$ cat src/axi_ram_cfg.svh
// axi_ram configuration: bus field widths, request FIFO depth and memory size
`ifndef AXI_RAM_CFG_SVH
`define AXI_RAM_CFG_SVH

`define AXI_ID_WIDTH   4     // transaction id
`define AXI_ADDR_WIDTH 16    // byte address
`define AXI_DATA_WIDTH 32    // one word per beat
`define AXI_LEN_WIDTH  8     // beats = len + 1

`define RAM_WORDS      256
`define RAM_AW         8     // log2 of RAM_WORDS

`define REQ_FIFO_DEPTH 4

`endif

$ cat src/axi_pkg.sv
// axi_pkg: bus-level encodings for burst type and response code
`default_nettype none

package axi_pkg;

   typedef enum logic [1:0] {
      FIXED = 2'b00,
      INCR  = 2'b01,
      WRAP  = 2'b10,
      RSVD  = 2'b11
   } burst_e;

   typedef enum logic [1:0] {
      OKAY   = 2'b00,
      EXOKAY = 2'b01,   // not produced here
      SLVERR = 2'b10,
      DECERR = 2'b11    // not produced here
   } resp_e;

endpackage

`default_nettype wire

$ cat src/burst_counter.sv
// burst_counter: tracks word address and beats left for one burst
`timescale 1ns/1ps
`default_nettype none
`include "axi_ram_cfg.svh"

module burst_counter (
   input  wire logic                       clk,
   input  wire logic                       rstn,
   input  wire logic                       load,
   input  wire logic [`AXI_ADDR_WIDTH-1:0] start_addr,
   input  wire logic [`AXI_LEN_WIDTH-1:0]  len,
   input  wire axi_pkg::burst_e            burst,
   input  wire logic                       step,
   output logic      [`RAM_AW-1:0]         word_addr,
   output logic                            last
);

   logic [`RAM_AW-1:0]        addr_q;
   logic [`AXI_LEN_WIDTH-1:0] remain_q;
   axi_pkg::burst_e           burst_q;

   always_ff @(posedge clk or negedge rstn) begin
      if (!rstn) begin
         addr_q   <= '0;
         remain_q <= '0;
         burst_q  <= axi_pkg::FIXED;
      end else if (load) begin
         addr_q   <= start_addr[`RAM_AW+1:2];   // drop byte offset, wrap in memory
         remain_q <= len;
         burst_q  <= burst;
      end else if (step) begin
         remain_q <= remain_q - 1'b1;
         if (burst_q == axi_pkg::INCR) addr_q <= addr_q + 1'b1;   // fixed holds word
      end
   end

   assign word_addr = addr_q;
   assign last      = remain_q == '0;

endmodule

`default_nettype wire

$ cat config.mk
export PLATFORM = sky130hd
export DESIGN_NAME = burst_counter
export DESIGN_NICKNAME = d
export VERILOG_FILES = /design/src/axi_pkg.sv /design/src/burst_counter.sv
export VERILOG_INCLUDE_DIRS = /design/src /design/src/src
export SDC_FILE = /design/constraint.sdc
export NUM_CORES = 1
export LEC_CHECK = 0
export BUFFER_PORTS_ARGS = -buffer_cell sky130_fd_sc_hd__buf_2
export CORE_ASPECT_RATIO = 2
export CORE_UTILIZATION = 30
export CTS_CLUSTER_SIZE = 25
export DETAILED_ROUTE_END_ITERATION = 10
export SETUP_SLACK_MARGIN = 0.15
export SYNTH_ARGS = -nofsm -noshare
export SYNTH_HDL_FRONTEND = slang
export SYNTH_SLANG_ARGS = --single-unit
$ cat constraint.sdc
create_clock -name clk -period 2.4 [get_ports clk]
set_clock_uncertainty 0.2 [all_clocks]
set_input_delay 0.12 -clock clk [delete_from_list [all_inputs] [get_ports clk]]
set_output_delay 0.12 -clock clk [all_outputs]
set_load 0.02 [all_outputs]
==> metrics.txt <==
RD Place Congestion=0.761; # rows=29; non-filler cells, final=185; crit-path max FO=6; drt initial violations=6; remaining global-route overflow=0; met2 GRT Util=24.7%; routed length per instance=12.2 um; diode count=0; Routed Antenna Nets=0; CTS root buffer=clkbuf_8; clock latency at the later pin of the worst-skew pair=0.25 ns; Final Max Tran Viols=0; WL final=2.26 mm; M1 GR Usage=16.6%; Port Buf Inserts=30; Fill cells=317; post-cts sizing count=0; Final period util=84.7%; critical path, cell by cell=or4_4 -> nor4b_1 -> buf_2; worst-margin pin slew=0.488 ns; number of vias per cell=5.12; final setup TNS=0 ns; Most Crowded Layer GR=met2; synth unique cells=29; CP Data Arrival Time=1.71 ns; Initial Util=31.5%; Die Span Y=83.5 um; worst rel slew slack=67.4%; core area=3160 um2; slowest cell on the critical path=or4_4; Setup crit end kind=output pin; Worst Path Class, Setup=register to output pin; Nets=188; CP top delay family=simple AND/OR/NAND/NOR gates; Hold WC Path Type=input port to register; final hold slack=0.0719 ns; largest net degree at the start of global routing=33; fmax=0.492 GHz; Post-DP Area=1170 um2; CTS H-Tree Depth=1; Synth area leader=dfrtp_1; initial antenna violation count=0; maximum root-to-sink buffer count=2; Switching Fraction=28.0%; Placed Cells=162; Fin. Hold Viols=0; Syn Inst Count=105; CP required=2.08 ns; combinational power share=22.0%; internal power=0.569 mW; Most used DFF post-synth=dfrtp_1; CP peak stage delay=0.57 ns; CP Launch Type=register; share of layout cells above drive strength 1=27.3%; pwr dens=560 nW/um2; Final Power=0.790 mW; Post-Syn Area=996 um2; # IOs=39; sequential fraction of design power=46.9%; post-route cell area=1410 um2; EDFF count, synth=0; # setup viols final=0; Mean Syn Cell Area=9.49 um2; synth top area cells=dfrtp_1 (45%), nand2_1 (7.2%), or4_1 (6.0%); Psw=0.222 mW; DR vias=948; Pre-antenna DRT Iters=2; leakage=0.623 nW; clk sink count=18; Synth top area share=45.2%; TritonCTS Buffers=3; Worst-path clk slew=0.07 ns; Syn-to-layout area delta=41.7%; max_cap viols=0; Buf+Inv Stages, Crit Path=1; Post-DP HPWL=1.67 mm; unrepaired setup endpoints after global routing=false; post-synthesis net count=138; Clk pwr share=31.0%; full die area=3570 um2; status=finished, final reports clean; vias in the first global route=971; sequential fraction of the synthesis area=45.2%; DRC violations left=0; warnings from Yosys=0; GRT Util Overall=14.0%; min cycle time layout=2.03 ns; die width=42.7 um; met3 Use GR=1.30%; CTS tree=yes; number of synthesized register bits=18; global-route wire length before repair=4.02 mm; ys async rst share=100%; maximum VDD drop=0.322 mV
-- sequential cells by signal, indices dropped and copies added, names as in the netlist --
register / count
remain_q: 8
word_addr: 8
burst_q: 2
-- logic make-up after synthesis --
family | Yosys count | synth area share, %
flops | 18 | 45.2
compound gates | 20 | 12.3
buf+inv | 7 | 3.02
simple gates | 49 | 28.0
mux | 3 | 3.27
xor+xnor | 5 | 4.40
fa+ha+maj | 3 | 3.77
-- synthesized netlist by cell type (3+ instances only) --
cell type / count
nand2_1: 19
nor2_1: 3
o21ai_0: 10
o211ai_1: 6
xor2_1: 3
ha_1: 3
clkbuf_1: 3
nand3_1: 6
or4_1: 8
dfrtp_1: 18
-- layer usage --
layer	routed length [um]	share of wire (%)	up-vias
met5	0	0	-
met4	24	1.1	0
met3	54	2.4	2
met2	1260	56	13
met1	921	41	450
li1	-	-	483
-- layout by cell type (no fill, tap or decap), drive strengths merged --
cell	synthesis	routed
or3	2	2
or2	1	1
xnor2	2	2
nand3b	1	1
clkbuf	3	4
or4	9	9
o31ai	1	1
nand4	2	2
inv	2	2
a31oi	2	2
nand4b	2	2
ha	3	3
o21ai	10	10
mux2i	1	1
nor2b	1	1
dlygate4sd3	0	19
dfrtp	18	18
mux2	2	2
buf	1	30
nand3	6	6
xor2	3	3
o211ai	6	6
a22oi	1	1
and4bb	1	1
nor2	3	3
or3b	1	1
nor4b	1	1
clkinv	1	1
nand2	19	19
-- worst reg2reg max path, cell delays in order (launching register included) --
cell     delay, ns
dfrtp_1       0.42
or4_4         0.58
or4_1         0.49
a31oi_1       0.18
-- worst paths after layout --
check	endpoint	startpoint	slack (ns)	cells after the start
hold / removal	remain_q[0]$_DFFE_PN0P_	step	0.07	3
setup reg to reg	remain_q[7]$_DFFE_PN0P_	remain_q[2]$_DFFE_PN0P_	0.46	3
hold reg to reg	burst_q[1]$_DFFE_PN0P_	burst_q[1]$_DFFE_PN0P_	0.34	1
min in group asynchronous	remain_q[7]$_DFFE_PN0P_	rstn	0.13	2
setup / recovery	last	remain_q[2]$_DFFE_PN0P_	0.37	3
max in group asynchronous	word_addr[1]$_DFFE_PN0P_	rstn	1.58	2
-- through the flow --
| stage | util [%] | setup WS (ns) |
|---|---|---|
| 6_report | 44.7 | 0.368 |
| 5_1_grt | 44.7 | 0.311 |
| 4_1_cts | 44.7 | 0.352 |
| 3_5_place_dp | 36.9 | 0.462 |
| 3_3_place_gp | 36.9 | 0.514 |
| 2_1_floorplan | - | 0.372 |
-- power by group through the flow --
stage / logic [mW] / registers (mW) / clock network, mW
3_5_place_dp: 0.153 / 0.376 / 0
6_report: 0.174 / 0.371 / 0.245
2_1_floorplan: 0.0815 / 0.387 / 0
4_1_cts: 0.177 / 0.371 / 0.253
5_1_grt: 0.197 / 0.377 / 0.262
3_3_place_gp: 0.147 / 0.373 / 0
-- cell type report --
type                            count  area (um2)  share of cell area, %
Multi-Input combinational cell     80         515                   36.5
Sequential cell                    18         450                   31.9
Timing Repair Buffer               49         340                   24.1
Inverter                            3        11.3                  0.798
Clock buffer                        4        55.1                   3.90
Tap cell                           31        38.8                   2.75
-- repair_timing --
item	CTS	global route
hold buffers	19	0
hold endpoints to repair	36	0
buffers inserted	0	0
No activity file was read; power rests on OpenSTA's default activity.
