[src/axi_ram_cfg.svh]
// axi_ram configuration: bus field widths, request FIFO depth and memory size
`ifndef AXI_RAM_CFG_SVH
`define AXI_RAM_CFG_SVH

`define AXI_ID_WIDTH   4     // transaction id
`define AXI_ADDR_WIDTH 16    // byte address
`define AXI_DATA_WIDTH 32    // one word per beat
`define AXI_LEN_WIDTH  8     // beats = len + 1

`define RAM_WORDS      256
`define RAM_AW         8     // log2 of RAM_WORDS

`define REQ_FIFO_DEPTH 4

`endif

[src/axi_pkg.sv]
// axi_pkg: bus-level encodings for burst type and response code
`default_nettype none

package axi_pkg;

   typedef enum logic [1:0] {
      FIXED = 2'b00,
      INCR  = 2'b01,
      WRAP  = 2'b10,
      RSVD  = 2'b11
   } burst_e;

   typedef enum logic [1:0] {
      OKAY   = 2'b00,
      EXOKAY = 2'b01,   // not produced here
      SLVERR = 2'b10,
      DECERR = 2'b11    // not produced here
   } resp_e;

endpackage

`default_nettype wire

[src/ram_pkg.sv]
// ram_pkg: state encodings for the write and read burst machines
`default_nettype none

package ram_pkg;

   typedef enum logic [1:0] {WR_IDLE, WR_DATA, WR_RESP} wr_state_e;

   typedef enum logic [1:0] {RD_IDLE, RD_FETCH, RD_SEND} rd_state_e;

endpackage

`default_nettype wire

[src/ram_writer.sv]
// ram_writer: accepts a write burst on AW/W, writes memory, returns B
`timescale 1ns/1ps
`default_nettype none
`include "axi_ram_cfg.svh"

module ram_writer (
   input  wire logic                         clk,
   input  wire logic                         rstn,
   input  wire logic [`AXI_ID_WIDTH-1:0]     aw_id,
   input  wire logic [`AXI_ADDR_WIDTH-1:0]   aw_addr,
   input  wire logic [`AXI_LEN_WIDTH-1:0]    aw_len,
   input  wire axi_pkg::burst_e              aw_burst,
   input  wire logic                         aw_valid,
   output logic                              aw_ready,
   input  wire logic [`AXI_DATA_WIDTH-1:0]   w_data,
   input  wire logic [`AXI_DATA_WIDTH/8-1:0] w_strb,
   input  wire logic                         w_last,
   input  wire logic                         w_valid,
   output logic                              w_ready,
   output logic      [`AXI_ID_WIDTH-1:0]     b_id,
   output axi_pkg::resp_e                    b_resp,
   output logic                              b_valid,
   input  wire logic                         b_ready,
   output logic                              cnt_load,
   output logic                              cnt_step,
   input  wire logic [`RAM_AW-1:0]           cnt_addr,
   input  wire logic                         cnt_last,
   output logic                              wr_en,
   output logic      [`RAM_AW-1:0]           wr_addr,
   output logic      [`AXI_DATA_WIDTH-1:0]   wr_data,
   output logic      [`AXI_DATA_WIDTH/8-1:0] wr_strb
);

   ram_pkg::wr_state_e         state;
   logic [`AXI_ID_WIDTH-1:0]   id_q;
   logic                       ok_q;    // fixed or incr
   logic                       err_q;   // w_last off the counted end
   logic                       w_hs;

   assign aw_ready = state == ram_pkg::WR_IDLE;
   assign w_ready  = state == ram_pkg::WR_DATA;
   assign b_valid  = state == ram_pkg::WR_RESP;
   assign w_hs     = w_valid && w_ready;

   assign cnt_load = aw_valid && aw_ready;   // counter takes aw_addr, aw_len
   assign cnt_step = w_hs;
   assign wr_en    = w_hs && ok_q;
   assign wr_addr  = cnt_addr;
   assign wr_data  = w_data;
   assign wr_strb  = w_strb;

   assign b_id   = id_q;
   assign b_resp = (ok_q && !err_q) ? axi_pkg::OKAY : axi_pkg::SLVERR;

   always_ff @(posedge clk) begin
      if (cnt_load) id_q <= aw_id;
   end

   always_ff @(posedge clk or negedge rstn) begin
      if (!rstn) begin
         state <= ram_pkg::WR_IDLE;
         ok_q  <= 1'b0;
         err_q <= 1'b0;
      end else begin
         case (state)
            ram_pkg::WR_IDLE: if (cnt_load) begin
               ok_q  <= (aw_burst == axi_pkg::FIXED) || (aw_burst == axi_pkg::INCR);
               err_q <= 1'b0;
               state <= ram_pkg::WR_DATA;
            end
            ram_pkg::WR_DATA: if (w_hs) begin
               if (w_last != cnt_last) err_q <= 1'b1;
               if (w_last) state <= ram_pkg::WR_RESP;   // burst ends on w_last
            end
            ram_pkg::WR_RESP: if (b_ready) state <= ram_pkg::WR_IDLE;
            default: state <= ram_pkg::WR_IDLE;
         endcase
      end
   end

endmodule

`default_nettype wire

[config.mk]
export PLATFORM = sky130hd
export DESIGN_NAME = ram_writer
export DESIGN_NICKNAME = d
export VERILOG_FILES = /design/src/axi_pkg.sv /design/src/ram_pkg.sv /design/src/ram_writer.sv
export VERILOG_INCLUDE_DIRS = /design/src /design/src/src
export SDC_FILE = /design/constraint.sdc
export NUM_CORES = 1
export LEC_CHECK = 0
export BUFFER_PORTS_ARGS = -buffer_cell sky130_fd_sc_hd__buf_2
export CORE_MARGIN = 10
export CORE_UTILIZATION = 24
export DETAILED_ROUTE_END_ITERATION = 7
export PLACE_DENSITY = 0.84
export SLEW_MARGIN = 20
export SYNTH_ARGS = -nofsm -noshare
export SYNTH_HDL_FRONTEND = slang
export SYNTH_SLANG_ARGS = --single-unit
[constraint.sdc]
create_clock -name clk -period 1.9 [get_ports clk]
set_clock_uncertainty 0.2 [all_clocks]
set_input_delay 0 -clock clk [delete_from_list [all_inputs] [get_ports clk]]
set_output_delay 0 -clock clk [all_outputs]
set_load 0.02 [all_outputs]
==> metrics.txt <==
status=complete, no violations; Mapped Cells=71; library cells used by synthesis=16; Max Clock Freq=0.593 GHz; Critical Path AT=1670 ps; GR Overflow Total=0; post-CTS resize count=0; R2R depth=3; Mean Syn Cell Area=9.50 um2; core area=2710 um2; worst skew pair latency=250 ps; Setup-failing EPs final=0; Initial Util=between 20% and 30%; Placer Congestion=0.809; largest net degree at the start of global routing=9; I/O pin cnt=between 100 and 150; Root Buffer Master=clkbuf_4; Cell Pwr Density=722 nW/um2; first-pass GRT wire length=4.53 mm; Syn Nets=152; CP endpoint kind=flop; Slew Viols, Final=0; DRC=0; CTS tree=yes; Layout Nets=191; MaxCap Viol Count=0; kind of start point of the critical path=flop; Worst Setup Path Type=flop to flop; Buffers on Ports=22; worst path cell trace=nor2_1 -> a311oi_1 -> dlygate4sd3_1; Max Buffers Root-to-Sink=2; Tcrit/Tclk final=88.8%; Starting DRT DRC Count=18; Leak=approximately 0.5 nW; Cells on Worst Hold Path=3; #FFs+latches synth=8; Routed WL=3.01 mm; H-tree depth=1; Largest delay share family, worst path=buffers and inverters; setup_tns=0 ps; post-layout minimum cycle time=1690 ps; die height=73.0 um; antenna cells=0; Fin. Hold Viols=0; Rel. slew slack=a little under two thirds; slowest stage cell, crit path=dlygate4sd3_1; sequential share of the synthesized area=32.7%; crit-path max FO=8; Wirelength per Cell=~21 um; CTS Buf Count=3; number of global-route vias before repair=around 760; Buffers & Inverters on Critical Path=1; Site Rows=19; HP Class=input port to flop; layout cell share with drive strength beyond 1=between 20% and 30%; RSZ-0062 raised after global routing=false; measured slew at the worst slew-check pin=543 ps; Max stage delay on crit path=600 ps; Syn-to-layout area delta=60.5%; ANT nets after route=0; DRT Pass-1 Iters=2; die width=73.0 um; HPWL after DPL=1.78 mm; CP required=1880 ps; vias per inst=4.21; Tot GR Track Use=a little over a tenth; smallest hold slack=between 30 and 40 ps; Vias=590; cell area after synthesis=674 um2; die area=5330 um2; clk slew on worst S/H paths=50 ps; maximum VDD drop=0.462 mV; initial antenna violation count=0; Levels on crit path=3; Synthesis Warnings=0; clock sinks=8
==> worst register-to-register path, delay by kind of cell (launching register included) <==
kind | cells | cell delay, ps
buf+inv | 1 | 600
flops | 1 | 470
simple gates | 1 | 80
compound gates | 1 | 280
==> report_power, final <==
part           switching [W]  total (W)  internal, W
Clock              0.0000555   0.000136    0.0000802
Combinational       0.000223   0.000388     0.000165
Sequential         0.0000321   0.000258     0.000226
==> placed cells by master, fill, tap and decap left out <==
master / count
nor2_1: 2
inv_1: 3
xor2_1: 1
edfxtp_1: 4
nand3_1: 1
nand2_1: 1
mux2i_1: 1
clkbuf_1: 1
clkbuf_4: 3
conb_1: 1
dlygate4sd3_1: 57
buf_2: 22
o2bb2ai_1: 2
nor2b_1: 2
and3b_1: 1
nor3b_2: 1
a311oi_1: 1
and2_1: 1
dfrtp_1: 4
==> path summary, 6_finish.rpt <==
kind | endpoint | slack, ps | startpoint
max | state[0]$_DFFE_PN0P_ | 210 | state[0]$_DFFE_PN0P_
min | err_q$_DFFE_PN0P_ | 40 | aw_valid
max reg2reg | state[0]$_DFFE_PN0P_ | 210 | state[0]$_DFFE_PN0P_
min reg2reg | err_q$_DFFE_PN0P_ | 320 | err_q$_DFFE_PN0P_
max in group asynchronous | state[0]$_DFFE_PN0P_ | 870 | rstn
min in group asynchronous | err_q$_DFFE_PN0P_ | 460 | rstn
==> per-stage QoR <==
| stage | power (W) | instances | area (um2) | utilization [%] | setup slack [ps] |
|---|---|---|---|---|---|
| 2_1_floorplan | 0.000522 | 71 | 674 | - | 315 |
| 3_3_place_gp | 0.000457 | 79 | 485 | 17.9 | 446 |
| 3_5_place_dp | 0.000469 | 79 | 485 | 17.9 | 396 |
| 4_1_cts | 0.000795 | 140 | 1080 | 39.9 | 198 |
| 5_1_grt | 0.000838 | 140 | 1080 | 39.9 | 117 |
| 6_report | 0.000782 | 140 | 1080 | 39.9 | 214 |
==> kinds of logic after synthesis <==
| kind of cell | synth area share [%] |
|---|---|
| compound gates | 3.90 |
| xor+xnor | 1.30 |
| buf+inv | 51.8 |
| flops | 32.7 |
| mux | 1.48 |
| other cells | 0.556 |
| simple gates | 8.35 |
==> synthesized netlist by cell type (all sizes together) <==
cell | instances | area (um2)
o2bb2ai | 2 | 17.5
mux2i | 1 | 10.0
nand2 | 1 | 3.75
nand3 | 1 | 5.00
dfrtp | 4 | 100
nor3b | 1 | 12.5
a311oi | 1 | 8.76
edfxtp | 4 | 120
nor2b | 2 | 12.5
nor2 | 2 | 7.51
xor2 | 1 | 8.76
and3b | 1 | 8.76
inv | 3 | 11.3
buf | 45 | 338
and2 | 1 | 6.26
conb | 1 | 3.75
==> sequential cells by signal (all words and copies together) (netlist names) <==
signal,count
ok_q,1
b_id,4
state,2
err_q,1
==> layer usage <==
metal / wire length (um) / vias up / GRT usage, % / share of wire, %
met5: 0 / - / 0 / 0
met4: 16 / 0 / 2.53 / 0.53
met3: 612 / 2 / 9.80 / 20
met2: 1560 / 78 / 19.8 / 52
met1: 814 / 252 / 8.28 / 27
li1: - / 258 / - / -
==> layout make-up <==
| class | instances | area [um2] |
|---|---|---|
| Tap cell | 31 | 38.8 |
| Clock buffer | 4 | 26.3 |
| Multi-Input combinational cell | 15 | 105 |
| Fill cell | 253 | 1630 |
| Timing Repair Buffer | 79 | 681 |
| Inverter | 3 | 11.3 |
| Sequential cell | 8 | 220 |
==> what timing repair did <==
| action | CTS | global route |
|---|---|---|
| buffers inserted | 0 | 0 |
| endpoints found under the hold margin | 56 | 0 |
| hold buffers | 57 | 0 |
Note: power is estimated with default switching activity, not from simulation.
