[config.mk]
export PLATFORM = sky130hd
export DESIGN_NAME = ram_reader
export DESIGN_NICKNAME = d
export VERILOG_FILES = /design/src/axi_pkg.sv /design/src/ram_pkg.sv /design/src/ram_reader.sv
export VERILOG_INCLUDE_DIRS = /design/src /design/src/src
export SDC_FILE = /design/constraint.sdc
export NUM_CORES = 1
export LEC_CHECK = 0
export BUFFER_PORTS_ARGS = -buffer_cell sky130_fd_sc_hd__buf_2
export CORE_MARGIN = 4
export CORE_UTILIZATION = 25
export DETAILED_ROUTE_END_ITERATION = 6
export HOLD_SLACK_MARGIN = 0.06
export PLACE_DENSITY = 0.83
export SLEW_MARGIN = 20
export SYNTH_ARGS = -nofsm -noshare
export SYNTH_HDL_FRONTEND = slang
export SYNTH_SLANG_ARGS = --single-unit
[constraint.sdc]
create_clock -name clk -period 2.65 [get_ports clk]
set_clock_uncertainty 0.1 [all_clocks]
set_input_delay 0.265 -clock clk [delete_from_list [all_inputs] [get_ports clk]]
set_output_delay 0.265 -clock clk [all_outputs]
set_load 0.02 [all_outputs]
[src/axi_ram_cfg.svh]
// axi_ram configuration: bus field widths, request FIFO depth and memory size
`ifndef AXI_RAM_CFG_SVH
`define AXI_RAM_CFG_SVH

`define AXI_ID_WIDTH   4     // transaction id
`define AXI_ADDR_WIDTH 16    // byte address
`define AXI_DATA_WIDTH 32    // one word per beat
`define AXI_LEN_WIDTH  8     // beats = len + 1

`define RAM_WORDS      256
`define RAM_AW         8     // log2 of RAM_WORDS

`define REQ_FIFO_DEPTH 4

`endif

[src/axi_pkg.sv]
// axi_pkg: bus-level encodings for burst type and response code
`default_nettype none

package axi_pkg;

   typedef enum logic [1:0] {
      FIXED = 2'b00,
      INCR  = 2'b01,
      WRAP  = 2'b10,
      RSVD  = 2'b11
   } burst_e;

   typedef enum logic [1:0] {
      OKAY   = 2'b00,
      EXOKAY = 2'b01,   // not produced here
      SLVERR = 2'b10,
      DECERR = 2'b11    // not produced here
   } resp_e;

endpackage

`default_nettype wire

[src/ram_pkg.sv]
// ram_pkg: state encodings for the write and read burst machines
`default_nettype none

package ram_pkg;

   typedef enum logic [1:0] {WR_IDLE, WR_DATA, WR_RESP} wr_state_e;

   typedef enum logic [1:0] {RD_IDLE, RD_FETCH, RD_SEND} rd_state_e;

endpackage

`default_nettype wire

[src/ram_reader.sv]
// ram_reader: serves a read burst from AR, one fetch and one send per beat on R
`timescale 1ns/1ps
`default_nettype none
`include "axi_ram_cfg.svh"

module ram_reader (
   input  wire logic                       clk,
   input  wire logic                       rstn,
   input  wire logic [`AXI_ID_WIDTH-1:0]   ar_id,
   input  wire logic [`AXI_ADDR_WIDTH-1:0] ar_addr,
   input  wire logic [`AXI_LEN_WIDTH-1:0]  ar_len,
   input  wire axi_pkg::burst_e            ar_burst,
   input  wire logic                       ar_valid,
   output logic                            ar_ready,
   output logic      [`AXI_ID_WIDTH-1:0]   r_id,
   output logic      [`AXI_DATA_WIDTH-1:0] r_data,
   output axi_pkg::resp_e                  r_resp,
   output logic                            r_last,
   output logic                            r_valid,
   input  wire logic                       r_ready,
   output logic                            cnt_load,
   output logic                            cnt_step,
   input  wire logic [`RAM_AW-1:0]         cnt_addr,
   input  wire logic                       cnt_last,
   output logic                            rd_en,
   output logic      [`RAM_AW-1:0]         rd_addr,
   input  wire logic [`AXI_DATA_WIDTH-1:0] rd_data
);

   ram_pkg::rd_state_e       state;
   logic [`AXI_ID_WIDTH-1:0] id_q;
   logic                     ok_q;   // fixed or incr
   logic                     r_hs;

   assign ar_ready = state == ram_pkg::RD_IDLE;
   assign r_valid  = state == ram_pkg::RD_SEND;
   assign r_hs     = r_valid && r_ready;

   assign cnt_load = ar_valid && ar_ready;   // counter takes ar_addr, ar_len
   assign cnt_step = r_hs;
   assign rd_en    = (state == ram_pkg::RD_FETCH) && ok_q;
   assign rd_addr  = cnt_addr;

   // rd_data is held by the memory until the next fetch
   assign r_id   = id_q;
   assign r_data = ok_q ? rd_data : '0;
   assign r_resp = ok_q ? axi_pkg::OKAY : axi_pkg::SLVERR;
   assign r_last = r_valid && cnt_last;

   always_ff @(posedge clk) begin
      if (cnt_load) id_q <= ar_id;
   end

   always_ff @(posedge clk or negedge rstn) begin
      if (!rstn) begin
         state <= ram_pkg::RD_IDLE;
         ok_q  <= 1'b0;
      end else begin
         case (state)
            ram_pkg::RD_IDLE: if (cnt_load) begin
               ok_q  <= (ar_burst == axi_pkg::FIXED) || (ar_burst == axi_pkg::INCR);
               state <= ram_pkg::RD_FETCH;
            end
            ram_pkg::RD_FETCH: state <= ram_pkg::RD_SEND;
            ram_pkg::RD_SEND: if (r_hs) begin
               state <= cnt_last ? ram_pkg::RD_IDLE : ram_pkg::RD_FETCH;
            end
            default: state <= ram_pkg::RD_IDLE;
         endcase
      end
   end

endmodule

`default_nettype wire

==> impl_metrics.py, run 1 <==
metrics = {
    "global_route": {
        "grt_max_degree": 34,
        "overflow": 0,
        "grt_use_total_pct": 12.70,
        "grt_pass1_wl_mm": 3.132,
        "grt_pass1_vias": 679,
        "antenna_found_initial": 0,
    },
    "finish": {
        "area_delta_synth_final_pct": 72.53,
        "design_area_sq_um": 982.2,
        "n_antenna_cell": 0,
        "drive_above_1_share_pct": 61.54,
        "nNetsFinal": 219,
        "n_fill_cell": 237,
        "final_util_pct": 44.83,
    },
    "clock_network": {
        "post_cts_buffers": 0,
        "clock_latency_ns": 0.25,
        "cts_root_buffer": "clkbuf_4",
        "cts.sinks": 7,
        "clkTransAtPathRegs_ns": 0.05,
        "cts.path.max_buffers": 2,
        "cts_tree": "yes",
        "cts_buffers": 3,
        "htree_levels": 1,
        "postCtsHoldBufs": 1,
        "ctsResizeCount": 0,
    },
    "critical_path": {
        "crit_fanout": 33,
        "reg2reg_from": "state[1]",
        "regToRegSetupSlack_ns": 1.26,
        "cp-start-kind": "flip-flop",
        "end_kind": "output pin",
        "critPathArrivalTime_ns": 1.53,
        "crit_type": "reg -> out",
        "crit_required_ns": 2.29,
        "reg2regPathDepth": 1,
        "worst_r2r_endpoint": "r_id[2]",
    },
    "place": {
        "portBuffers": 84,
        "gp_congestion": 0.6152,
        "placed_cell_area_sq_um": 945.9,
    },
    "die": {
        "die_area_sq_um": 3105,
        "fp.dieH_um": 55.72,
        "pin_count": 127,
        "core_area_sq_um": 2191,
        "rows": 17,
        "initial_utilization_pct": 25.99,
        "die_x_um": 55.72,
    },
    "power": {
        "powerDensity_nw_per_um2": 957.7,
        "power_mw": 0.9407,
        "ir_drop_mv": 0.4747,
        "p_leak_nw": 0.5843,
    },
    "timing": {
        "post-route-period-util_pct": 71.67,
        "final_max_slew_viol_count": 0,
        "fin_setup_tns_ns": 0,
        "rsz0062_at_grt": "no",
        "max_clock_freq_ghz": 0.5265,
        "worst_pin_slew_ns": 0.6516,
        "hold_viol_final": 0,
        "slew_headroom_pct": 56.56,
        "post-route-min-period_ns": 1.899,
        "setup_violations": 0,
    },
    "detailed_routing": {
        "vias_per_cell": 4.070,
        "postRouteAntennaNets": 0,
        "wl_mm": 1.969,
        "post_drt_wl_per_cell_um": 11.51,
        "drt_iter0_markers": 16,
        "first_pass_iters": 3,
        "num_vias": 696,
        "drc": 0,
    },
    "synth": {
        "yosysWarningCount": 0,
        "ys_types": 17,
        "synth-seq-area-share_pct": 34.29,
        "synth_nets": 141,
        "postSynthAreaPerCell_sq_um": 8.626,
        "netlist_area_sq_um": 569.3,
        "syn_inst": 66,
        "ys_ff_latch": 7,
    },
    "min_path": {
        "whs_path_depth": 1,
        "hp-start": "ar_id[0]",
        "min_path_type": "in -> reg",
        "min_to": "r_id[0]",
    },
    "status": {
        "status": "completed",
    },
    "run": {
        "cap_violations": 0,
    },
}
## area by class of cell
type	instances	area [sq um]	share of cell area, %
clock buffer	4	26.28	2.675
inverter	2	7.507	0.7643
timing repair buffer	85	430.4	43.82
sequential	7	195.2	19.87
multi-input combinational	45	287.8	29.30
tap	28	35.03	3.567
## synthesized netlist by cell type, drive strengths merged
library cell,n,area [sq um]
and2,34,212.7
buf,9,67.56
edfxtp,4,120.1
clkbuf,3,11.26
dfrtp,3,75.07
inv,2,7.510
a21oi,1,5.000
and2b,1,7.510
conb,1,3.750
mux2i,1,10.01
nand2b,1,6.260
nand3b,1,7.510
nor2,1,3.750
nor3,1,5.000
nor3b,1,12.51
o21ai,1,5.000
or3b,1,8.760
## cells in the final DEF, fill, tap and decap left out
master and instances:
inv_1 2, clkbuf_1 1, mux2i_1 1, edfxtp_1 4, dfrtp_1 3, dlygate4sd3_1 1, nor3b_2 1, conb_1 1
nand3b_1 1, nor2_1 1, and2_1 34, nand2b_1 1, buf_2 84, or3b_1 1, clkbuf_4 3, and2b_1 1
a21oi_1 1, o21ai_0 1, nor3_1 1
## logic make-up (layout without fill, tap and decap cells)
| group | count (synthesis) | in the layout | share of synthesized area, % |
|---|---|---|---|
| other | 1 | 1 | 0.6587 |
| buffers and inverters | 14 | 91 | 15.16 |
| and+or+nand+nor | 41 | 41 | 46.37 |
| muxes | 1 | 1 | 1.758 |
| DFF | 7 | 7 | 34.29 |
| AOI/OAI and AO/OA | 2 | 2 | 1.757 |
## worst max-delay path by stage
stage	depth (start not counted)	slack, ns	start	endpoint
finish	3	0.75	ok_q	rd_en
global route	3	0.57	ok_q	rd_en
CTS	3	0.74	ok_q	rd_en
detailed placement	3	1.02	ok_q	rd_en
global placement	3	1.0	ok_q	rd_en
floorplan	1	1.19	state[1]	r_id[0]
## metal layers
metal | GRT usage, % | wire length [um] | part of all wire, % | vias to the layer above
li1 | - | - | - | 348
met1 | 12.10 | 679 | 34 | 294
met2 | 22.80 | 994 | 50 | 48
met3 | 7.889 | 279 | 14 | 6
met4 | 3.125 | 16 | 0.81 | 0
met5 | 0 | 0 | 0 | -
## critical path, cell delays in order (launching register included)
cell and delay [ns]:
dfrtp_1 0.75, inv_1 0.18, nor3_1 0.16, buf_2 0.19
## per-stage QoR
| stage | hold WS, ns | std cells | setup slack, ns |
|---|---|---|---|
| 2_1_floorplan | -0.1306 | 66 | 1.189 |
| 5_1_grt | 0.07416 | 171 | 0.5672 |
| 6_report | 0.08559 | 171 | 0.7507 |
| 3_5_place_dp | -0.03400 | 166 | 1.020 |
| 4_1_cts | 0.07782 | 171 | 0.7416 |
| 3_3_place_gp | -0.03631 | 166 | 0.9992 |
## state kept, by name, summed over array words and instances (netlist names)
name / count
r_id: 4
state: 2
ok_q: 1
## report_power, final
group,leakage (nW),total (mW),switching (mW),internal [mW]
registers,0.0746,0.219,0.0691,0.150
logic,0.495,0.625,0.384,0.241
clock network,0.0150,0.0964,0.0389,0.0574
No activity file was read; power rests on OpenSTA's default activity.
==> run 2: changes to the inputs <==
- CORE_UTILIZATION: 25 -> 21
- PLACE_DENSITY: 0.83 -> 0.74
- clock period: 2.65 -> 1.7 ns (I/O delays scaled with it)
==> impl_metrics.py, run 2 (synthesis gave the netlist of run 1 again) <==
metrics = {
    "finish": {
        "regArea_sq_um": 195.2,
        "n_antenna_cell": 0,
        "drive_above_1_share_pct": 60.00,
        "largest_register_ffs": 4,
        "final_common_cell": "buf_2",
        "nNetsFinal": 226,
        "area_delta_synth_final_pct": 84.40,
        "n_fill_cell": 270,
        "layout_common_cells": "84 x buf_2, 34 x and2_1, 6 x dlygate4sd3_1",
        "multi_input_area_sq_um": 287.8,
    },
    "die": {
        "die_area_sq_um": 3608,
        "pin_count": 127,
        "core_area_sq_um": 2522,
        "fp.dieH_um": 60.07,
        "die_x_um": 60.07,
        "rows": 18,
        "initial_utilization_pct": 22.57,
    },
    "clock_network": {
        "htree_levels": 1,
        "cts_buffers": 3,
        "cts_root_buffer": "clkbuf_4",
        "post_cts_buffers": 0,
        "postCtsHoldBufs": 6,
        "cts.sinks": 7,
        "clock_latency_ns": 0.24,
        "cts.path.max_buffers": 2,
        "ctsResizeCount": 0,
        "clkTransAtPathRegs_ns": 0.05,
        "cts_tree": "yes",
    },
    "detailed_routing": {
        "drc": 0,
        "postRouteAntennaNets": 0,
        "vias_per_cell": 3.894,
        "first_pass_iters": 2,
        "post_drt_wl_per_cell_um": 11.54,
        "num_vias": 701,
        "drt_iter0_markers": 3,
        "wl_mm": 2.078,
    },
    "global_route": {
        "grt_max_degree": 33,
        "antenna_found_initial": 0,
        "grt_use_total_pct": 10.42,
        "grt_pass1_wl_mm": 2.780,
        "grt_pass1_vias": 669,
        "overflow": 0,
    },
    "status": {
        "status": "completed",
    },
    "timing": {
        "final_max_slew_viol_count": 0,
        "rsz0062_at_grt": "no",
        "hold_viol_final": 0,
        "max_clock_freq_ghz": 0.6319,
        "fin_setup_tns_ns": 0,
        "fin_ws_ns": 0.1174,
        "post-route-period-util_pct": 93.10,
        "post-route-min-period_ns": 1.583,
        "setup_violations": 0,
    },
    "power": {
        "ir_drop_mv": 0.7337,
        "powerDensity_nw_per_um2": 1428,
        "p_sw_share_pct": 51.23,
        "p_clk_share_pct": 9.6,
        "seq_power_share_pct": 18.5,
        "p_int_mw": 0.7309,
        "p_leak_nw": 0.6151,
        "switchingPower_mw": 0.7678,
        "comb_power_share_pct": 71.9,
    },
    "min_path": {
        "whs_path_depth": 3,
        "min_path_type": "in -> reg",
        "min_to": "state[0]",
        "hp-start": "ar_valid",
    },
    "run": {
        "cap_violations": 0,
    },
    "place": {
        "dpl_worst_slack_ns": 0.3410,
        "gp_congestion": 0.6103,
        "portBuffers": 84,
    },
    "critical_path": {
        "worst_r2r_endpoint": "r_id[1]",
        "crit_fanout": 8,
        "crit_required_ns": 1.43,
        "regToRegSetupSlack_ns": 0.41,
        "cp-start-kind": "flip-flop",
        "end_kind": "output pin",
        "crit_type": "reg -> out",
        "reg2reg_from": "state[1]",
        "critPathArrivalTime_ns": 1.31,
        "reg2regPathDepth": 2,
    },
}
run 2: how the worst max path moves through the flow:
| stage | start | slack (ns) | endpoint |
|---|---|---|---|
| global route | state[1] | 0.005 | cnt_load |
| finish | state[1] | 0.12 | cnt_load |
| detailed placement | state[1] | 0.34 | cnt_load |
| CTS | state[1] | 0.07 | cnt_load |
| global placement | state[1] | 0.36 | cnt_load |
| floorplan | state[1] | 0.24 | r_id[0] |
run 2: worst max-delay path, stage by stage (launching register included):
cell and delay [ns]:
dfrtp_1 0.44, nor3b_2 0.27, buf_4 0.18, buf_2 0.17
run 2: stage by stage:
stage / util, % / cells / power, mW / hold slack, ns / instance area [sq um]
after floorplan: - / 66 / 0.9969 / -0.2256 / 569.3
after global placement: 38.19 / 170 / 1.357 / -0.1309 / 963.4
after detailed placement: 38.19 / 170 / 1.366 / -0.1302 / 963.4
after CTS: 41.62 / 180 / 1.529 / 0.08041 / 1050
after global routing: 41.62 / 180 / 1.629 / 0.09209 / 1050
final: 41.62 / 180 / 1.499 / 0.08357 / 1050
run 2: power groups by stage:
stage	clock network, mW	logic, mW	registers (mW)
6_report	0.143	1.08	0.278
3_5_place_dp	0	1.09	0.281
4_1_cts	0.151	1.10	0.278
5_1_grt	0.167	1.17	0.289
3_3_place_gp	0	1.08	0.280
2_1_floorplan	0	0.695	0.302
run 2: cell type report:
| cell class | instances | area share (%) |
|---|---|---|
| Timing Repair Buffer | 92 | 47.20 |
| Multi-Input combinational cell | 45 | 27.41 |
| Sequential cell | 7 | 18.59 |
| Tap cell | 30 | 3.576 |
| Clock buffer | 4 | 2.503 |
| Inverter | 2 | 0.7151 |
run 2: metal layers:
metal / vias to the layer above / track usage [%] / part of all wire, %
met5: - / 0 / 0
li1: 362 / - / -
met2: 49 / 20.37 / 52
met4: 0 / 0.9494 / 0
met1: 290 / 10.18 / 33
met3: 0 / 4.752 / 14
