**src/axi_ram_cfg.svh**
```systemverilog
// axi_ram configuration: bus field widths, request FIFO depth and memory size
`ifndef AXI_RAM_CFG_SVH
`define AXI_RAM_CFG_SVH

`define AXI_ID_WIDTH   4     // transaction id
`define AXI_ADDR_WIDTH 16    // byte address
`define AXI_DATA_WIDTH 32    // one word per beat
`define AXI_LEN_WIDTH  8     // beats = len + 1

`define RAM_WORDS      256
`define RAM_AW         8     // log2 of RAM_WORDS

`define REQ_FIFO_DEPTH 4

`endif

```
**src/req_fifo.sv**
```systemverilog
// req_fifo: synchronous circular-buffer FIFO with valid/ready on both sides
`timescale 1ns/1ps
`default_nettype none

module req_fifo #(
   parameter int WIDTH = 8,
   parameter int DEPTH = 4
) (
   input  wire logic             clk,
   input  wire logic             rstn,
   input  wire logic             in_valid,
   input  wire logic [WIDTH-1:0] in_data,
   output logic                  in_ready,
   output logic                  out_valid,
   output logic      [WIDTH-1:0] out_data,
   input  wire logic             out_ready
);

   localparam int PW = (DEPTH > 1) ? $clog2(DEPTH) : 1;

   logic [WIDTH-1:0] mem [DEPTH];
   logic [PW-1:0]    wr_ptr;
   logic [PW-1:0]    rd_ptr;
   logic [PW:0]      count;
   logic             push;
   logic             pop;

   assign push      = in_valid && in_ready;
   assign pop       = out_valid && out_ready;
   assign in_ready  = count < (PW+1)'(DEPTH);
   assign out_valid = count != '0;
   assign out_data  = mem[rd_ptr];

   always_ff @(posedge clk) begin
      if (push) mem[wr_ptr] <= in_data;
   end

   always_ff @(posedge clk or negedge rstn) begin
      if (!rstn) begin
         wr_ptr <= '0;
         rd_ptr <= '0;
         count  <= '0;
      end else begin
         if (push) wr_ptr <= (wr_ptr == PW'(DEPTH-1)) ? '0 : wr_ptr + 1'b1;
         if (pop) rd_ptr <= (rd_ptr == PW'(DEPTH-1)) ? '0 : rd_ptr + 1'b1;
         if (push && !pop) count <= count + 1'b1;
         else if (pop && !push) count <= count - 1'b1;
      end
   end

endmodule

`default_nettype wire

```
**config.mk**
```make
export PLATFORM = sky130hd
export DESIGN_NAME = req_fifo
export DESIGN_NICKNAME = d
export VERILOG_FILES = /design/src/axi_ram_cfg.svh /design/src/req_fifo.sv
export SDC_FILE = /design/constraint.sdc
export NUM_CORES = 1
export LEC_CHECK = 0
export BUFFER_PORTS_ARGS = -buffer_cell sky130_fd_sc_hd__buf_2
export CAP_MARGIN = 30
export CORE_MARGIN = 3
export CORE_UTILIZATION = 55
export CTS_CLUSTER_DIAMETER = 30
export DETAILED_ROUTE_END_ITERATION = 10
export PLACE_DENSITY_LB_ADDON = 0.1
export SYNTH_ARGS = -nofsm -noshare
export SYNTH_HDL_FRONTEND = slang
export SYNTH_SLANG_ARGS = --single-unit
```
**constraint.sdc**
```tcl
create_clock -name clk -period 2.35 [get_ports clk]
set_input_delay 0.705 -clock clk [delete_from_list [all_inputs] [get_ports clk]]
set_output_delay 0.705 -clock clk [all_outputs]
set_load 0.03 [all_outputs]
```
==> results.toml, run 1 <==
[grt]
grt_util_met2 = 0.273
antenna_found_initial = 0
global_route.usage.met1 = 0.192
grt_max_degree = 13
grt_pass1_vias = 824
grt_pass1_wl_mm = 3.94
globalRoute.totalOverflow = 0
grt_util_all_layers = 0.164
grt_busiest_layer = "met2"
grt_use_met3 = 0.0518

[critical_path]
r2r_slack_ps = 300
cp_common_cell = "buf_4"
timing.rr.end = "count[2]"
end_kind = "primary output"
cp_data_required_time_ps = 1640
cpLargestDelayFamily = "multiplexers"
crit_path_top_delay_cell = "mux4_2"
path_class = "flip-flop to primary output"
path_cells = "buf_4 > mux4_2 > buf_4"
crit_fanout = 5
critPathBufInv = 2
cp.arrival_ps = 1570
cp-start-kind = "flip-flop"
r2r_cells = 8
cpPeakStageDelay_ps = 500
worstReg2RegStart = "count[0]"

[synth]
synth_warnings = 0
syn_area_per_cell_um2 = 19.6
netlist_area_mm2 = 0.00159
ys_seq_area_frac = 0.715
syn_inst = 81
synth_fp_nets = 100
yosys.cell_types.count = 19
ys_ff_latch = 39

[die]
fp.dieArea_mm2 = 0.00357
die_w_um = 59.8
design.core.area_mm2 = 0.00261
initial_core_util = 0.608
rows = 18
num_io_pins = 22
die_y_um = 59.8

[final_layout]
antenna_cells = 0
regArea_mm2 = 0.00114
multi_input_area_um2 = 425
area_delta_synth_final_pct = 15.3
nFillCells = 179
final_cells = 141
fin_nets = 129
drive_above_1_share = 0.423
final_cell_mix = "edfxtp_1, buf_2, mux4_2"
fin_util = 0.701
final_common_cell = "edfxtp_1"

[placed_design]
place_inst = 132
place_hpwl_mm = 1.73
io_buffers = 21
gp_congestion = 0.650

[route]
viasPerCell = 5.43
drt-total-wl_mm = 2.40
via_count = 766
wl_per_cell_um = 17.0
drtIter0Drc = 8
drtAntennaViolNets = 0
firstDrtPassIters = 4
drcViolationCount = 0

[sta]
finalCritPeriodShare = 0.969
worst_hold_slack_ps = 181
tightest_slew_ps = 450
maxSlewHeadroom = 0.700
hold_viol_final = 0
setup_viol = 0
skew_ps = 3.80
finalSetupTns_ps = 0
final_max_slew_viol_count = 0
period_minus_slack_ps = 2280
max_freq_ghz = 0.439

[clocking]
clock-sinks = 39
cts.reportedPaths.clkPinSlew_ps = 110
numCtsBuffers = 5
worstSkewPairLatency_ps = 330
cts_tree = "built"
ctsLongestPathBuffers = 2
cts_root_buf = "clkbuf_4"
cts_max_level = 2

[power]
seqPwrFrac = 0.438
combPwrFrac = 0.394
p_int_uw = 1480
net-switching-power_uw = 794
power_leakage_uw = 0.000695
power.density_mw_per_mm2 = 1240
irDropWorstVdd_v = 0.000912
clkPwrFrac = 0.169
p_sw_frac = 0.349

[hold_path]
hold_path_class = "input port to asynchronous set/reset pin"

[job]
maxCapViolations = 0

[outcome]
status = "complete, no violations"
[cell usage after synthesis (all sizes together)]
cell    instances  area share
and2            4       0.016
mux4            8        0.11
or3             1      0.0071
dfrtp           7        0.11
xor2            1      0.0055
buf             1      0.0031
nor2            3      0.0071
nand2           3       0.012
o21ai           2      0.0063
fa              1       0.013
clkbuf          2      0.0047
nor2b           1      0.0039
inv             4      0.0094
mux2            3       0.026
ha              6       0.047
edfxtp         32        0.60
xnor2           2       0.011
[per-stage QoR]
stage               power [uW]  setup WS [ps]  area (um2)
global placement          1860            335        1740
CTS                       2290           38.4        1820
detailed placement        1890            281        1740
finish                    2280           72.1        1830
floorplan                 1660            270        1590
global route              2430         -0.482        1830
[registers in the layout (all words and copies together) (netlist names)]
name / count
rd_ptr: 2
mem: 32
wr_ptr: 2
count: 3
[repair_timing]
item / in CTS / in global routing
hold buffers: 0 / 0
endpoints found under the setup margin: 6 / 1
resized for setup: 1 / 4
buffers inserted: 1 / 0
pin swaps: 0 / 0
[logic make-up (layout without fill, tap and decap cells)]
family	count (synthesis)	in the layout	synth area share
AOI/OAI and AO/OA	2	2	0.00630
xor gates and xnor gates	3	3	0.0165
adders and majority gates	7	7	0.0598
buffers and inverters	7	37	0.0173
DFF	39	39	0.715
muxes	11	11	0.139
and+or+nand+nor	12	12	0.0457
[worst max-delay path by stage]
stage / slack, ps / to / cells past startpoint / startpoint
after global placement: 340 / out_data[0] / 3 / rd_ptr[0]
after global routing: -0.5 / out_data[7] / 3 / rd_ptr[0]
after detailed placement: 280 / count[2] / 8 / in_valid
final: 70 / out_data[7] / 3 / rd_ptr[0]
after CTS: 40 / out_data[0] / 3 / rd_ptr[0]
after floorplan: 270 / count[2] / 8 / in_valid
[cell type report]
cell class | instances | share of cell area
timing repair buffer | 25 | 0.0786
tap | 30 | 0.0205
clock inverter | 1 | 0.00410
sequential | 39 | 0.621
inverter | 4 | 0.00820
multi-input combinational | 35 | 0.232
clock buffer | 7 | 0.0355
[layer usage]
metal / wire length [um] / share of wire / up-vias
met2: 1280 / 0.53 / 19
met4: 32 / 0.013 / 0
li1: - / - / 363
met3: 103 / 0.043 / 5
met1: 978 / 0.41 / 379
met5: 0 / 0 / -
[power by group through the flow]
stage                     Sequential, uW  Clock [uW]  Combinational (uW)
after floorplan                      958           0                 701
after global placement              1010           0                 845
after detailed placement            1020           0                 873
after CTS                            997         398                 897
after global routing                1020         433                 983
final                                996         384                 896
Note: power is estimated with default switching activity, not from simulation.
==> run 2, diff against run 1 <==
--- a/config.mk
+++ b/config.mk
@@ -11,7 +11,8 @@
 export CORE_UTILIZATION = 55
 export CTS_CLUSTER_DIAMETER = 30
 export DETAILED_ROUTE_END_ITERATION = 10
-export PLACE_DENSITY_LB_ADDON = 0.1
+export PLACE_DENSITY = 0.77
+export SKIP_CTS_REPAIR_TIMING = 1
 export SYNTH_ARGS = -nofsm -noshare
 export SYNTH_HDL_FRONTEND = slang
 export SYNTH_SLANG_ARGS = --single-unit
==> results.toml, run 2 (synthesized netlist as in run 1, its figures left out) <==
[job]
maxCapViolations = 0

[final_layout]
final_cells = 140
final_cell_mix = "edfxtp_1, buf_2, mux4_2"
final_common_cell = "edfxtp_1"
antenna_cells = 0
reg_top3 = "mem (32), count (3)"
area_delta_synth_final_pct = 14.0
largest_reg_flops = 32
drive_above_1_share = 0.418
regMostFlops = "mem"
fin_util = 0.693
design_area_mm2 = 0.00181
fin_nets = 129

[route]
via_count = 785
wl_per_cell_um = 17.2
drt-total-wl_mm = 2.41
viasPerCell = 5.61
drcViolationCount = 0
drtIter0Drc = 23
firstDrtPassIters = 4
drtAntennaViolNets = 0

[sta]
max_freq_ghz = 0.434
skew_ps = 4.91
maxSlewHeadroom = 0.712
period_minus_slack_ps = 2300
tightest_slew_ps = 432
hold_viol_final = 0
finalCritPeriodShare = 0.980
final_max_slew_viol_count = 0
finalSetupTns_ps = 0
setup_viol = 0

[clocking]
worstSkewPairLatency_ps = 330
cts.reportedPaths.clkPinSlew_ps = 110
numCtsBuffers = 5
cts_tree = "built"
ctsLongestPathBuffers = 2
cts_root_buf = "clkbuf_4"
cts_max_level = 2
clock-sinks = 39

[power]
p_total_uw = 2230
power.density_mw_per_mm2 = 1230
irDropWorstVdd_v = 0.000791
power_leakage_uw = 0.000690

[critical_path]
cp-start-kind = "flip-flop"
crit_fanout = 5
cp_data_required_time_ps = 1640
end_kind = "primary output"
path_class = "flip-flop to primary output"
cp.arrival_ps = 1600

[placed_design]
post_dp_cell_area_mm2 = 0.00173
place_inst = 130
gp_congestion = 0.637
io_buffers = 21

[die]
num_io_pins = 22
die_w_um = 59.8
rows = 18
initial_core_util = 0.608
fp.dieArea_mm2 = 0.00357
die_y_um = 59.8
design.core.area_mm2 = 0.00261

[outcome]
status = "complete, no violations"

[grt]
grt_max_degree = 12
globalRoute.totalOverflow = 0
grt_util_all_layers = 0.154
grt_pass1_vias = 804
grt_pass1_wl_mm = 3.82
antenna_found_initial = 0

[hold_path]
hold_path_class = "input port to asynchronous set/reset pin"
[run 2: where the power goes]
part           total, uW  switching (uW)  internal, uW
clock network        342             204           139
logic                888             483           405
registers           1000             104           898
[run 2: layout make-up]
| cell class | count | area [um2] |
|---|---|---|
| Multi-Input combinational cell | 35 | 425 |
| Tap cell | 30 | 37.5 |
| Fill cell | 180 | 801 |
| Timing Repair Buffer | 25 | 138 |
| Inverter | 4 | 15.0 |
| Sequential cell | 39 | 1140 |
| Clock buffer | 6 | 51.3 |
| Clock inverter | 1 | 5.00 |
[run 2: path summary, 6_finish.rpt]
path,cells past startpoint,slack (ps),startpoint,to
min,1,180,rstn,count[0]
min reg2reg,1,590,count[0],count[0]
max in group asynchronous,1,1990,rstn,rd_ptr[0]
max reg2reg,8,310,count[0],count[2]
max,3,50,rd_ptr[0],out_data[5]
min in group clk,1,580,in_data[1],mem[3][1]
[run 2: layer usage]
| layer | share of wire | GRT usage | vias to the layer above |
|---|---|---|---|
| met1 | 0.41 | 0.179 | 400 |
| met5 | 0 | 0 | - |
| li1 | - | - | 361 |
| met2 | 0.53 | 0.264 | 20 |
| met4 | 0.0087 | 0.0475 | 0 |
| met3 | 0.052 | 0.0583 | 4 |
[run 2: metrics by stage]
step / worst slack, ps / hold slack, ps
floorplan: 270 / 409
global placement: 145 / 521
detailed placement: 146 / 548
CTS: -240 / 172
global route: -8.14 / 171
finish: 47.1 / 183
[run 2: worst max-delay path: stages, from the launching register on]
cell      delay [ps]
dfrtp_4          430
buf_4            150
mux4_2           490
clkbuf_4         190
==> run 3, diff against run 2 <==
--- a/config.mk
+++ b/config.mk
@@ -7,6 +7,7 @@
 export LEC_CHECK = 0
 export BUFFER_PORTS_ARGS = -buffer_cell sky130_fd_sc_hd__buf_2
 export CAP_MARGIN = 30
+export CORE_ASPECT_RATIO = 0.75
 export CORE_MARGIN = 3
 export CORE_UTILIZATION = 55
 export CTS_CLUSTER_DIAMETER = 30
==> results.toml, run 3 (synthesized netlist as in run 1, its figures left out) <==
[outcome]
status = "complete, no violations"

[sta]
rsz0062_at_grt = "false"
skew_ps = 2.89
period_minus_slack_ps = 2270
maxSlewHeadroom = 0.681
hold_viol_final = 0
finalCritPeriodShare = 0.965
worst_hold_slack_ps = 253
final_max_slew_viol_count = 0
finalSetupTns_ps = 0
tightest_slew_ps = 478
max_freq_ghz = 0.441
setup_viol = 0

[clocking]
ctsLongestPathBuffers = 2
cts.reportedPaths.clkPinSlew_ps = 70
clock-sinks = 39
cts_max_level = 2
cts_root_buf = "clkbuf_8"
cts_tree = "built"
numCtsBuffers = 5
worstSkewPairLatency_ps = 280

[die]
initial_core_util = 0.592
die_w_um = 68.1
design.core.area_mm2 = 0.00268
rows = 16
die_y_um = 52.6
num_io_pins = 22
fp.dieArea_mm2 = 0.00358

[power]
seqPwrFrac = 0.422
p_sw_frac = 0.332
clkPwrFrac = 0.217
power_leakage_uw = 0.000703
power.density_mw_per_mm2 = 1290
irDropWorstVdd_v = 0.000626
p_int_uw = 1600
combPwrFrac = 0.361
net-switching-power_uw = 798

[critical_path]
crit_fanout = 4
path_class = "flip-flop to primary output"
end_kind = "primary output"
cp.arrival_ps = 1560
cp_data_required_time_ps = 1640
cp-start-kind = "flip-flop"

[job]
maxCapViolations = 0

[final_layout]
fin_nets = 128
final_cells = 146
largest_reg_flops = 32
drive_above_1_share = 0.400
reg_top3 = "mem (32), count (3)"
regMostFlops = "mem"
area_delta_synth_final_pct = 16.9
antenna_cells = 0
final_common_cell = "edfxtp_1"
final_cell_mix = "edfxtp_1, buf_2, mux4_2, ha_1, dfrtp_1"

[route]
viasPerCell = 5.14
drtIter0Drc = 60
drt-total-wl_mm = 2.45
via_count = 750
drtAntennaViolNets = 0
drcViolationCount = 0
wl_per_cell_um = 16.8
firstDrtPassIters = 4

[placed_design]
place_hpwl_mm = 1.79
place_inst = 138
io_buffers = 21
gp_congestion = 0.667

[grt]
grt_pass1_wl_mm = 3.94
grt_pass1_vias = 815
globalRoute.totalOverflow = 0
grt_util_all_layers = 0.162
grt_max_degree = 13
antenna_found_initial = 0

[hold_path]
hold_path_class = "input port to asynchronous set/reset pin"
## run 3: changes by cell type in the layout (fill, tap and decap cells not counted)
cell,previous run,this run
clkbuf_4,6,0
clkbuf_8,1,5
clkbuf_1,0,2
buf_2,20,21
buf_4,4,3
bufinv_16,0,1
clkinv_2,1,0
dfrtp_2,0,1
dfrtp_4,1,0
## run 3: through the flow
step | worst slack (ps) | util | power (uW) | cell area (um2)
floorplan | 270 | - | 1660 | 1590
global placement | 333 | 0.652 | 1860 | 1750
finish | 82.6 | 0.692 | 2400 | 1860
global route | 7.77 | 0.692 | 2540 | 1860
CTS | -6.54 | 0.692 | 2430 | 1860
detailed placement | 251 | 0.652 | 1900 | 1750
## run 3: worst paths after layout
kind | start | to | slack, ps | depth (start not counted)
hold / removal | rstn | wr_ptr[1] | 250 | 1
setup reg to reg | count[0] | count[2] | 290 | 8
min in group clk | count[0] | count[0] | 560 | 1
hold reg to reg | count[0] | count[0] | 560 | 1
max in group asynchronous | rstn | rd_ptr[0] | 1920 | 1
setup / recovery | rd_ptr[0] | out_data[2] | 80 | 3
## run 3: worst max-delay path, stage by stage, from the launching register on
cell and delay (ps):
dfrtp_2 420, buf_4 170, mux4_2 500, buf_2 190
## run 3: power by group through the flow
stage          Clock (uW)  Combinational [uW]  Sequential [uW]
2_1_floorplan           0                 701              958
3_3_place_gp            0                 850             1010
3_5_place_dp            0                 882             1020
4_1_cts               536                 882             1010
5_1_grt               568                 946             1030
6_report              521                 868             1010
## run 3: layer usage
metal  GRT usage  share of wire
met1       0.223           0.43
met3      0.0451          0.033
met5           0              0
met4      0.0594              0
met2       0.250           0.53
## run 3: area by class of cell
| type | instances | area (um2) |
|---|---|---|
| Clock buffer | 7 | 76.3 |
| Clock inverter | 1 | 30.0 |
| Fill cell | 187 | 826 |
| Inverter | 4 | 15.0 |
| Multi-Input combinational cell | 35 | 425 |
| Sequential cell | 39 | 1140 |
| Tap cell | 36 | 45.0 |
| Timing Repair Buffer | 24 | 128 |
